<file path="src/design/lsu_params.svh">
//==========================================================================
// Sizing defines for the store path of the load/store unit
// Include this wherever a depth or width default is needed
//==========================================================================
`ifndef LSU_PARAMS_SVH
`define LSU_PARAMS_SVH

// Number of store queue slots, also works at 4 or 16
`define LSU_SQ_DEPTH    8
// Number of 32-bit words in the data memory
`define LSU_DMEM_WORDS  64
`define LSU_DATA_W      32
`define LSU_ADDR_W      32

`endif

</file>
<file path="src/design/lsu_pkg.sv">
//==========================================================================
// Shared types for the store path of the load/store unit
// Modules pull these in with a wildcard import in their header
//==========================================================================
`default_nettype none

`include "lsu_params.svh"

package lsu_pkg;

    // Width of a reorder buffer tag
    localparam int LSU_TAG_W = 6;

    // One data word and one byte address
    typedef logic [`LSU_DATA_W-1:0] lsu_data_t;
    typedef logic [`LSU_ADDR_W-1:0] lsu_addr_t;

    // Reorder buffer tag carried by every store op
    typedef logic [LSU_TAG_W-1:0] lsu_tag_t;

    // Store size, byte, halfword or word
    typedef enum logic [1:0] {
        SB = 2'b00,
        SH = 2'b01,
        SW = 2'b10
    } lsu_func_t;

    // One enable bit per byte lane of a word
    typedef logic [`LSU_DATA_W/8-1:0] lsu_be_t;

endpackage

`default_nettype wire

</file>
<file path="src/design/lsu_store_agu.sv">
//==========================================================================
// Address stage of the store path
// Adds base and offset of an issued store and registers the whole op,
// which then goes to the store queue as an allocation strobe
//==========================================================================
`timescale 1ns/1ps
`default_nettype none

module lsu_store_agu import lsu_pkg::*; (
    input  logic      clk,
    input  logic      n_rst,

    input  logic      i_flush,

    // Store op from the reservation station
    input  logic      i_issue_en,
    input  lsu_addr_t i_issue_base,
    input  lsu_addr_t i_issue_offset,
    input  lsu_data_t i_issue_data,
    input  lsu_func_t i_issue_func,
    input  lsu_tag_t  i_issue_tag,

    // Allocation request to the store queue
    output logic      o_alloc_en,
    output lsu_addr_t o_alloc_addr,
    output lsu_data_t o_alloc_data,
    output lsu_func_t o_alloc_func,
    output lsu_tag_t  o_alloc_tag
);

    logic      alloc_valid;
    lsu_addr_t eff_addr;

    // Effective address is a plain add, wrapping at the address width
    assign eff_addr = i_issue_base + i_issue_offset;

    // The pending op is dropped by a flush, even one issued in the same cycle
    always_ff @(posedge clk, negedge n_rst) begin
        if (~n_rst) begin
            alloc_valid <= 1'b0;
        end else if (i_flush) begin
            alloc_valid <= 1'b0;
        end else begin
            alloc_valid <= i_issue_en;
        end
    end

    // Payload only moves when a new op comes in
    always_ff @(posedge clk) begin
        if (i_issue_en) begin
            o_alloc_addr <= eff_addr;
            o_alloc_data <= i_issue_data;
            o_alloc_func <= i_issue_func;
            o_alloc_tag  <= i_issue_tag;
        end
    end

    assign o_alloc_en = alloc_valid;

endmodule

`default_nettype wire

</file>
<file path="src/design/lsu_sq.sv">
//==========================================================================
// Store queue of the load/store unit
// Holds issued stores until the reorder buffer retires them by tag
// A retired store leaves combinationally toward the commit stage
// One allocation and one retire may happen in the same cycle
//==========================================================================
`timescale 1ns/1ps
`default_nettype none

`include "lsu_params.svh"

module lsu_sq import lsu_pkg::*; #(
    parameter int SQ_DEPTH = `LSU_SQ_DEPTH
) (
    input  logic      clk,
    input  logic      n_rst,

    input  logic      i_flush,
    output logic      o_full,

    // New store op from the address stage
    input  logic      i_alloc_en,
    input  lsu_addr_t i_alloc_addr,
    input  lsu_data_t i_alloc_data,
    input  lsu_func_t i_alloc_func,
    input  lsu_tag_t  i_alloc_tag,

    // Retire request from the reorder buffer
    input  logic      i_retire_en,
    input  lsu_tag_t  i_retire_tag,

    // Retired store toward the commit stage
    output logic      o_sq_retire_en,
    output lsu_addr_t o_sq_retire_addr,
    output lsu_data_t o_sq_retire_data,
    output lsu_func_t o_sq_retire_func
);

    localparam int SLOT_W = $clog2(SQ_DEPTH);

    // Per-slot state
    logic              slot_valid [SQ_DEPTH];
    lsu_func_t         slot_func  [SQ_DEPTH];
    lsu_addr_t         slot_addr  [SQ_DEPTH];
    lsu_data_t         slot_data  [SQ_DEPTH];
    lsu_tag_t          slot_tag   [SQ_DEPTH];

    logic [SQ_DEPTH-1:0] empty;
    logic [SQ_DEPTH-1:0] empty_dec;
    logic [SQ_DEPTH-1:0] alloc_select;
    logic [SQ_DEPTH-1:0] retire_select;
    logic                one_empty;
    logic                allocating;
    logic                retire_hit;
    logic [SLOT_W-1:0]   retire_slot;

    // A slot is empty when its valid bit is clear
    // At most one valid slot should match the retire tag
    always_comb begin
        for (int i = 0; i < SQ_DEPTH; i++) begin
            empty[i]         = ~slot_valid[i];
            retire_select[i] = slot_valid[i] && (slot_tag[i] == i_retire_tag);
        end
    end

    // Lowest set bit of the empty vector picks the slot to fill
    assign empty_dec    = empty - SQ_DEPTH'(1);
    assign alloc_select = empty & ~empty_dec;
    // Exactly one bit set means only one slot is left
    assign one_empty    = (|empty) && ~|(empty & empty_dec);
    assign allocating   = i_alloc_en && (|empty);

    // Full also covers the op that may still sit in the address stage
    assign o_full = ~|empty || (one_empty && i_alloc_en);

    // Turn the one-hot retire select into a slot number
    always_comb begin
        logic [SLOT_W-1:0] r;
        r = '0;
        for (int i = 0; i < SQ_DEPTH; i++) begin
            if (retire_select[i]) begin
                r = r | SLOT_W'(i);
            end
        end
        retire_slot = r;
    end

    // A tag held by no valid slot retires nothing
    assign retire_hit       = |retire_select;
    assign o_sq_retire_en   = i_retire_en && retire_hit;
    assign o_sq_retire_addr = slot_addr[retire_slot];
    assign o_sq_retire_data = slot_data[retire_slot];
    assign o_sq_retire_func = slot_func[retire_slot];

    // Valid bits are set on allocate, cleared on retire, and all cleared by flush
    always_ff @(posedge clk, negedge n_rst) begin
        if (~n_rst) begin
            for (int i = 0; i < SQ_DEPTH; i++) begin
                slot_valid[i] <= 1'b0;
            end
        end else begin
            for (int i = 0; i < SQ_DEPTH; i++) begin
                if (i_flush) begin
                    slot_valid[i] <= 1'b0;
                end else if (allocating && alloc_select[i]) begin
                    slot_valid[i] <= 1'b1;
                end else if (o_sq_retire_en && retire_select[i]) begin
                    slot_valid[i] <= 1'b0;
                end
            end
        end
    end

    // Write the payload of a newly allocated op into its slot
    always_ff @(posedge clk) begin
        for (int i = 0; i < SQ_DEPTH; i++) begin
            if (allocating && alloc_select[i]) begin
                slot_func[i] <= i_alloc_func;
                slot_addr[i] <= i_alloc_addr;
                slot_data[i] <= i_alloc_data;
                slot_tag[i]  <= i_alloc_tag;
            end
        end
    end

endmodule

`default_nettype wire

</file>
<file path="src/design/lsu_store_align.sv">
//==========================================================================
// Commit stage of the store path
// Turns a retired store into a word address, byte enables and lane-shifted
// data, registered for one cycle before the memory write
//==========================================================================
`timescale 1ns/1ps
`default_nettype none

module lsu_store_align import lsu_pkg::*; (
    input  logic      clk,
    input  logic      n_rst,

    // Retired store from the queue
    input  logic      i_retire_en,
    input  lsu_addr_t i_retire_addr,
    input  lsu_data_t i_retire_data,
    input  lsu_func_t i_retire_func,

    // Aligned write to the data memory
    output logic      o_commit_en,
    output lsu_addr_t o_commit_addr,
    output lsu_be_t   o_commit_be,
    output lsu_data_t o_commit_data
);

    lsu_be_t   be;
    lsu_data_t data;

    // Byte enables from size and the low address bits
    // Misaligned halfwords and words are aligned down
    always_comb begin
        case (i_retire_func)
            SB:      be = lsu_be_t'(1) << i_retire_addr[1:0];
            SH:      be = i_retire_addr[1] ? 4'b1100 : 4'b0011;
            SW:      be = 4'b1111;
            default: be = '0;
        endcase
    end

    // Each enabled lane takes its byte from the low end of the source
    // and lanes that are off carry zero
    always_comb begin
        data = '0;
        for (int l = 0; l < $bits(lsu_be_t); l++) begin
            if (be[l]) begin
                case (i_retire_func)
                    SB:      data[8*l +: 8] = i_retire_data[7:0];
                    SH:      data[8*l +: 8] = i_retire_data[8*(l%2) +: 8];
                    default: data[8*l +: 8] = i_retire_data[8*l +: 8];
                endcase
            end
        end
    end

    always_ff @(posedge clk, negedge n_rst) begin
        if (~n_rst) begin
            o_commit_en <= 1'b0;
        end else begin
            o_commit_en <= i_retire_en;
        end
    end

    // Word address is the byte address shifted down by two
    always_ff @(posedge clk) begin
        if (i_retire_en) begin
            o_commit_addr <= {2'b00, i_retire_addr[$bits(lsu_addr_t)-1:2]};
            o_commit_be   <= be;
            o_commit_data <= data;
        end
    end

endmodule

`default_nettype wire

</file>
<file path="src/design/lsu_dmem.sv">
//==========================================================================
// Small word-organized data memory behind the store path
// Byte-enabled synchronous write, combinational read, both by word address
//==========================================================================
`timescale 1ns/1ps
`default_nettype none

`include "lsu_params.svh"

module lsu_dmem import lsu_pkg::*; #(
    parameter int DMEM_WORDS = `LSU_DMEM_WORDS
) (
    input  logic      clk,

    // Write port fed by the commit stage
    input  logic      i_wr_en,
    input  lsu_addr_t i_wr_addr,
    input  lsu_be_t   i_wr_be,
    input  lsu_data_t i_wr_data,

    // Read port for observing memory contents
    input  lsu_addr_t i_rd_addr,
    output lsu_data_t o_rd_data
);

    // DMEM_WORDS is a power of two, so the low bits give the index modulo the depth
    localparam int IDX_W = $clog2(DMEM_WORDS);

    lsu_data_t        mem [DMEM_WORDS];
    logic [IDX_W-1:0] wr_idx;
    logic [IDX_W-1:0] rd_idx;

    assign wr_idx = i_wr_addr[IDX_W-1:0];
    assign rd_idx = i_rd_addr[IDX_W-1:0];

    // Only the enabled bytes of the word change
    always_ff @(posedge clk) begin
        if (i_wr_en) begin
            for (int b = 0; b < $bits(lsu_be_t); b++) begin
                if (i_wr_be[b]) begin
                    mem[wr_idx][8*b +: 8] <= i_wr_data[8*b +: 8];
                end
            end
        end
    end

    assign o_rd_data = mem[rd_idx];

endmodule

`default_nettype wire

</file>
<file path="src/design/lsu_store_top.sv">
//==========================================================================
// Top level of the store path
// Chains the address stage, store queue, commit stage and data memory
// The commit write and a memory read port are brought out for observation
//==========================================================================
`timescale 1ns/1ps
`default_nettype none

module lsu_store_top import lsu_pkg::*; (
    input  logic      clk,
    input  logic      n_rst,
    input  logic      i_flush,

    input  logic      i_issue_en,
    input  lsu_addr_t i_issue_base,
    input  lsu_addr_t i_issue_offset,
    input  lsu_data_t i_issue_data,
    input  lsu_func_t i_issue_func,
    input  lsu_tag_t  i_issue_tag,

    input  logic      i_retire_en,
    input  lsu_tag_t  i_retire_tag,

    input  lsu_addr_t i_rd_addr,

    output logic      o_full,
    output logic      o_commit_en,
    output lsu_addr_t o_commit_addr,
    output lsu_be_t   o_commit_be,
    output lsu_data_t o_commit_data,
    output lsu_data_t o_rd_data
);

    // Address stage to store queue
    logic      alloc_en;
    lsu_addr_t alloc_addr;
    lsu_data_t alloc_data;
    lsu_func_t alloc_func;
    lsu_tag_t  alloc_tag;

    // Store queue to commit stage
    logic      sq_retire_en;
    lsu_addr_t sq_retire_addr;
    lsu_data_t sq_retire_data;
    lsu_func_t sq_retire_func;

    lsu_store_agu u_agu (
        .clk            (clk),
        .n_rst          (n_rst),
        .i_flush        (i_flush),
        .i_issue_en     (i_issue_en),
        .i_issue_base   (i_issue_base),
        .i_issue_offset (i_issue_offset),
        .i_issue_data   (i_issue_data),
        .i_issue_func   (i_issue_func),
        .i_issue_tag    (i_issue_tag),
        .o_alloc_en     (alloc_en),
        .o_alloc_addr   (alloc_addr),
        .o_alloc_data   (alloc_data),
        .o_alloc_func   (alloc_func),
        .o_alloc_tag    (alloc_tag)
    );

    lsu_sq u_sq (
        .clk              (clk),
        .n_rst            (n_rst),
        .i_flush          (i_flush),
        .o_full           (o_full),
        .i_alloc_en       (alloc_en),
        .i_alloc_addr     (alloc_addr),
        .i_alloc_data     (alloc_data),
        .i_alloc_func     (alloc_func),
        .i_alloc_tag      (alloc_tag),
        .i_retire_en      (i_retire_en),
        .i_retire_tag     (i_retire_tag),
        .o_sq_retire_en   (sq_retire_en),
        .o_sq_retire_addr (sq_retire_addr),
        .o_sq_retire_data (sq_retire_data),
        .o_sq_retire_func (sq_retire_func)
    );

    lsu_store_align u_align (
        .clk           (clk),
        .n_rst         (n_rst),
        .i_retire_en   (sq_retire_en),
        .i_retire_addr (sq_retire_addr),
        .i_retire_data (sq_retire_data),
        .i_retire_func (sq_retire_func),
        .o_commit_en   (o_commit_en),
        .o_commit_addr (o_commit_addr),
        .o_commit_be   (o_commit_be),
        .o_commit_data (o_commit_data)
    );

    // The commit write goes straight into memory
    lsu_dmem u_dmem (
        .clk       (clk),
        .i_wr_en   (o_commit_en),
        .i_wr_addr (o_commit_addr),
        .i_wr_be   (o_commit_be),
        .i_wr_data (o_commit_data),
        .i_rd_addr (i_rd_addr),
        .o_rd_data (o_rd_data)
    );

endmodule

`default_nettype wire

</file>
<file path="config.mk">
export PLATFORM = sky130hd
export DESIGN_NAME = lsu_store_top
export DESIGN_NICKNAME = d
export VERILOG_FILES = /design/src/design/lsu_pkg.sv /design/src/design/lsu_store_agu.sv /design/src/design/lsu_sq.sv /design/src/design/lsu_store_align.sv /design/src/design/lsu_dmem.sv /design/src/design/lsu_store_top.sv
export VERILOG_INCLUDE_DIRS = /design/src /design/src/design
export SDC_FILE = /design/constraint.sdc
export NUM_CORES = 2
export LEC_CHECK = 0
export ABC_AREA = 0
export BUFFER_PORTS_ARGS = -buffer_cell sky130_fd_sc_hd__buf_2
export CORE_UTILIZATION = 40
export DETAILED_ROUTE_END_ITERATION = 8
export PLACE_DENSITY = 0.61
export SLEW_MARGIN = 20
export SYNTH_ARGS = -nofsm -noshare
export SYNTH_HDL_FRONTEND = slang
export SYNTH_HIERARCHICAL = 1
export SYNTH_SLANG_ARGS = --single-unit
</file>
<file path="constraint.sdc">
create_clock -name clk -period 6.7 [get_ports clk]
set_clock_uncertainty 0.2 [all_clocks]
set_input_delay 1.005 -clock clk [delete_from_list [all_inputs] [get_ports clk]]
set_output_delay 1.005 -clock clk [all_outputs]
set_load 0.1 [all_outputs]
</file>
## Word-level counts from Yosys, hierarchy flattened

Memories as Yosys holds them, arrays and structs flattened.
Cells that the tools add are included.

- Bits in read-only memories: 0
- Output and inout bits: 102
- Memories: 5
- Flip-flop bits (word level): 148
- Bits in latches: 0
- Bits in writable memories: 2624

Memory list:

| name | words | width | rd ports | clocked after Yosys merged registers in | wr ports | line | text |
|---|---|---|---|---|---|---|---|
| u_dmem.mem | 64 | 32 | 1 | 0 | 1 | lsu_dmem.sv:29 | `lsu_data_t mem [DMEM_WORDS];` |
| u_sq.slot_addr | 8 | 32 | 1 | 0 | 1 | lsu_sq.sv:44 | `lsu_addr_t slot_addr [SQ_DEPTH];` |
| u_sq.slot_data | 8 | 32 | 1 | 0 | 1 | lsu_sq.sv:45 | `lsu_data_t slot_data [SQ_DEPTH];` |
| u_sq.slot_tag | 8 | 6 | 8 | 0 | 1 | lsu_sq.sv:46 | `lsu_tag_t slot_tag [SQ_DEPTH];` |
| u_sq.slot_func | 8 | 2 | 1 | 0 | 1 | lsu_sq.sv:43 | `lsu_func_t slot_func [SQ_DEPTH];` |

- Muxes and demuxes: 149
- $add $sub $neg: 2
- Reductions and logical operators: 72
- Multiply operators: 0
- Eq/ne operators: 10
- Bitwise gates (word level): 11
- Shift-type cells: 1
- Divide/modulo/power cells: 0
- $lt $le $gt $ge: 0

Operators with widths:

| operator | count |
|---|---|
| 32-bit two-way mux | 14 |
| 32-bit OR reduction | 14 |
| 3-bit two-way mux | 32 |
| 1-bit two-way mux | 82 |
| 6-bit equality test | 8 |
| 6-bit two-way mux | 7 |
| 6-bit OR reduction | 7 |
| 32-bit adder | 1 |
| 1-bit logical AND | 28 |
| 3-bit nonzero test | 8 |
| 8-bit OR reduction | 3 |
| 2-bit two-way mux | 9 |
| 8-bit bitwise AND | 2 |
| 8-bit two-way mux | 2 |
| 8-bit one-hot mux with 2 select lines | 1 |
| 2-bit OR reduction | 8 |
| 4-bit one-hot mux with 3 select lines | 1 |
| 1-bit NOT | 8 |
| 8-bit NOT | 1 |
| 8-bit by 1-bit subtractor with 8-bit output (second input constant) | 1 |
| 4-bit two-way mux | 1 |
| 1-bit by 2-bit left shift with 4-bit output (first input constant) | 1 |
| 2-bit by 1-bit equality test with 1-bit output (second input constant) | 1 |
| 2-bit equality test (second input constant) | 1 |
| other kinds (3) | 4 |

## Depth between registers and ports, before layout

- Word-level depth: 15
- Depth in mapped cells: 15

## By module

The synthesis kept the hierarchy.

By module, submodules not included:

| module | sequential area each (um^2) | cells each | instances | area each (um^2) |
|---|---|---|---|---|
| lsu_dmem | 61499.0 | 3544 | 1 | 79130.9 |
| lsu_sq | 17496.8 | 1774 | 1 | 25495.7 |
| lsu_store_agu | 2187.1 | 318 | 1 | 3935.0 |
| lsu_store_align | 2006.9 | 159 | 1 | 2788.9 |

## Worst setup path after synthesis

No wires, ideal clock.

- Path type: flip-flop to flip-flop
- Start point: register u_sq/slot_valid[7] in the netlist's numbering
- End point: memory u_sq/slot_addr[7][0] in the netlist's numbering (enable)
- Arrival: 6.580 ns
- Setup slack: -0.685 ns
- Setup time: 0.606 ns
- Stages on the path, launching flop included: 8
- Required time: 5.894 ns
- Cells stage by stage: dfrtp_1 > and3_1 > clkbuf_1 > and3_1 > and2_1 > clkbuf_1 > nand2_1 > nor3b_1

- Cells in the longest elaborated chain, start to end: 15
- Elaborated cells between the ends (all ways): 51
- Those cells by class: 1 x add/sub; 30 x mux; 3 x bitwise; 17 x reduce/logical

RTL lines:

| what | line | text |
|---|---|---|
| start, declared | lsu_sq.sv:42 | `logic slot_valid [SQ_DEPTH];` |
| start signal, assigned by index | lsu_sq.sv:99 | `slot_valid[i] <= 1'b0;` |
| start signal, assigned by index | lsu_sq.sv:104 | `slot_valid[i] <= 1'b0;` |
| start signal, assigned by index | lsu_sq.sv:106 | `slot_valid[i] <= 1'b1;` |
| 1-bit NOT (*) | lsu_sq.sv:61 | `empty[i] = ~slot_valid[i];` |
| 8-bit by 1-bit subtractor with 8-bit output | lsu_sq.sv:67 | `assign empty_dec = empty - SQ_DEPTH'(1);` |
| 8-bit NOT | lsu_sq.sv:68 | `assign alloc_select = empty & ~empty_dec;` |
| 8-bit bitwise AND | lsu_sq.sv:68 |  |
| 1-bit logical AND | lsu_sq.sv:117 | `if (allocating && alloc_select[i]) begin` |
| 1-bit two-way mux | lsu_sq.sv:117 |  |
| 1-bit two-way mux (implied by the code) | lsu_sq.sv:119 | `slot_addr[i] <= i_alloc_addr;` |
| 32-bit OR reduction (no source line) | n/a |  |
| 3-bit two-way mux (no source line) / 1-bit two-way mux (equally long branches) (7 in a row) | n/a |  |
| end, declared | lsu_sq.sv:44 |  |

Every way passes the cells marked *; elsewhere a longest branch is shown, timed or not.

## Worst setup path in the final report

- Start point: input i_rd_addr[5]
- End point: output o_rd_data[3]

- Cells in the longest elaborated chain, start to end: 1

RTL lines:

| what | line | text |
|---|---|---|
| start, declared | lsu_store_top.sv:24 | `input lsu_addr_t i_rd_addr,` |
| memory read 64 x 32 bit | n/a |  |
| end, declared | lsu_store_top.sv:31 | `output lsu_data_t o_rd_data` |

No other way between the ends.

==> flow_summary.ini <==
[logic_synthesis]
ys_top_cells_by_area = edfxtp_1 (74%), mux4_2 (11%), a41oi_1 (2.1%)
syn_area_per_cell_um2 = 19.2
syn_area_mm2 = 0.111
postSynthCellCount = 5795
ys_warn_count = 6
synth-edff-count = 2762
ys_ff_latch = 2772
async_flop_share_pct = 0.361
ys_types = 86
yosysSeqAreaShare_pct = 74.7
synth_top_flop_cell = edfxtp_1
synth_top_area_cell = edfxtp_1
synth.top_cell.area_share_pct = 74.5

[floorplan]
fp.dieW_um = 530
core-area_mm2 = 0.277
dieArea_mm2 = 0.280
initial_utilization_pct = 40.2
io-pin-count = 249
die_h_um = 530
num_rows = 193

[finish]
postLayoutCoreUtil_pct = 45.4
nets = 6224
layout_commonest_cell = edfxtp_1
final_cells = 9983
area_growth_pct = 12.9
layout_common_cells = edfxtp_1 (2762), mux4_2 (543), nor2_1 (307)
drive_gt1_share_pct = 22.9
n_fill_cell = 23400

[route]
viasPerCell = 6.02
drc_errors = 0
antenna_left = 0
vias = 60100
dr.first_iter.drc_count = 7937
first_pass_iters = 7
post_drt_wl_per_cell_um = 30.7
wirelength_um = 306000

[setup_path]
reg2reg_to = u_align/o_commit_data[17]$_SDFFCE_PN0P_
worst_ep_required_time_ns = 5.49
crit_end = o_rd_data[3]
cp_max_fo = 21
reg2reg_slack_ns = 1.89
criticalPathCategory = primary input to output pin
reg2reg_from = u_sq/slot_valid[2]$_DFFE_PN0P_
crit_start = i_rd_addr[5]
worstPathArrival_ns = 4.26
r2r_cells = 8
worstSetupEndpointType = output pin
cp-start-kind = primary input

[clock_network]
clock_latency_ns = 0.86
cts_setup_buffers = 0
clock-sinks = 2772
cts_buffers = 289
cts_resized = 0
cts_tree = built
htreeDepth = 5
cts_root_buffer = clkbuf_16
clk_pin_slew_ns = 0.06
cts_max_path_buffers = 4

[placed_design]
port_buffers = 220
dp_hpwl_um = 185000
dp.cells = 9458
gp_congestion = 0.821

[pwr]
p_int_w = 0.0285
pwr-share-clk_pct = 42.6
seqPwrFrac_pct = 52.8
power_frac_comb_pct = 4.7
vdd_drop_max_uv = 223
cellLeakagePower_nw = 39.3
sw_frac_of_total_pct = 21.6
p_sw_w = 0.00783
p_per_area_mw_per_mm2 = 289

[run_status]
outcome = completed

[job]
cap_violations = 0

[grt]
grt_max_degree = 186
grt_pass1_wl_um = 433000
antenna_found_initial = 30
grt_usage_pct = 21.5
grt.overflow.total = 0
grt_pass1_vias = 58200

[sta]
finalCritPeriodShare_pct = 81.6
fmax_mhz = 183
report.final.slew_viol_count = 0
rsz0062_at_grt = false
min_period_ns = 5.47
report.final.hold_viol_count = 0
tightest_slew_ns = 1.16
setup_tns_ns = 0
relSlewSlack_pct = 22.6
setup_viol = 0

[worst_hold_path]
hp-class = primary input to register
hold_depth = 1
==> registers in the layout, summed over array words and instances (netlist names) <==
signal	count
u_sq/slot_addr	256
u_align/o_commit_data	32
u_agu/o_alloc_func	2
u_agu/o_alloc_en	1
u_align/o_commit_addr	30
u_sq/slot_valid	8
u_agu/o_alloc_tag	6
u_align/o_commit_en	1
u_agu/o_alloc_addr	32
u_sq/slot_tag	48
u_agu/o_alloc_data	32
u_align/o_commit_be	4
u_sq/slot_data	256
u_dmem/mem	2048
u_sq/slot_func	16
==> cells in the mapped netlist, drive strengths merged (13+ instances only) <==
| cell type | count |
|---|---|
| xnor2 | 40 |
| mux2i | 87 |
| inv | 273 |
| nor3 | 32 |
| a21oi | 70 |
| o221ai | 15 |
| mux2 | 28 |
| nand2b | 13 |
| o211ai | 24 |
| nand4 | 17 |
| a22oi | 52 |
| xor2 | 36 |
| nor3b | 17 |
| o21ai | 31 |
| buf | 239 |
| nor4 | 76 |
| a21o | 17 |
| a221oi | 16 |
| a211oi | 13 |
| mux4 | 543 |
| nand3 | 16 |
| edfxtp | 2762 |
| a41oi | 265 |
| nor2b | 15 |
| clkbuf | 208 |
| nor2 | 314 |
| nand2 | 107 |
| ha | 31 |
| o22ai | 46 |
| a2111oi | 264 |
==> worst max-delay path, stage by stage <==
cell,delay (ns)
buf_2,0.67
buf_4,0.34
nor2b_2,0.75
buf_4,0.30
o221ai_1,0.12
o211ai_1,0.37
o211ai_1,0.26
buf_2,0.36
==> cell type report <==
type	instances	area, um2	area share [%]
Sequential cell	2772	83200	66.2
Multi-Input combinational cell	2304	25000	19.9
Clock buffer	355	7650	6.09
Tap cell	3705	4640	3.69
Timing Repair Buffer	405	2810	2.24
Clock inverter	143	1280	1.02
Inverter	273	1020	0.815
Antenna cell	26	65.1	0.0518
==> power by group through the flow <==
stage	registers, W	clock network [W]	logic (W)
final	0.0192	0.0155	0.00169
after global routing	0.0192	0.0163	0.00177
after CTS	0.0192	0.0157	0.00169
after detailed placement	0.0195	0	0.00169
after global placement	0.0195	0	0.00168
after floorplan	0.0195	0	0.00110
==> worst min path at each step <==
stage / start / to
6_report: i_issue_data[31] / u_agu/o_alloc_data[31]$_DFFE_PP_
5_1_grt: i_issue_data[2] / u_agu/o_alloc_data[2]$_DFFE_PP_
4_1_cts: i_issue_data[2] / u_agu/o_alloc_data[2]$_DFFE_PP_
3_5_place_dp: u_agu/o_alloc_addr[31]$_DFFE_PP_ / u_sq/slot_addr[5][31]$_DFFE_PP_
3_3_place_gp: u_agu/o_alloc_data[19]$_DFFE_PP_ / u_sq/slot_data[3][19]$_DFFE_PP_
2_1_floorplan: u_agu/o_alloc_addr[0]$_DFFE_PP_ / u_sq/slot_addr[0][0]$_DFFE_PP_
==> cell families (layout without fill, tap and decap cells) <==
logic type	count (synthesis)	count (layout)	synth area share, %
flops	2772	2772	74.7
compound gates	873	873	6.45
buf+inv	720	1176	2.95
simple gates	662	662	2.86
mux	658	658	12.1
xor+xnor	76	76	0.598
fa+ha+maj	33	33	0.375
other cells	1	28	0.00337
==> repair_timing <==
action / in CTS / in global routing
setup endpoints to repair: 0 / 0
endpoints found under the hold margin: 10 / 0
hold buffers: 1 / 0
==> metrics by stage <==
stage          hold WS (ns)  instance area, um2  power (W)  setup slack [ns]
2_1_floorplan         0.328              111000     0.0206             0.566
3_3_place_gp          0.372              117000     0.0212              1.25
3_5_place_dp          0.397              117000     0.0212              1.08
4_1_cts              0.0572              126000     0.0365              1.26
5_1_grt              0.0736              126000     0.0373              1.14
6_report              0.113              126000     0.0363              1.23
==> metal layers <==
layer | up-vias | wire, um | track usage, %
li1 | 24700 | - | -
met1 | 31800 | 123000 | 29.8
met2 | 3106 | 142000 | 33.3
met3 | 524 | 31700 | 5.64
met4 | 20 | 9150 | 6.34
met5 | - | 115 | 0
(Power assumes the default switching activity.)
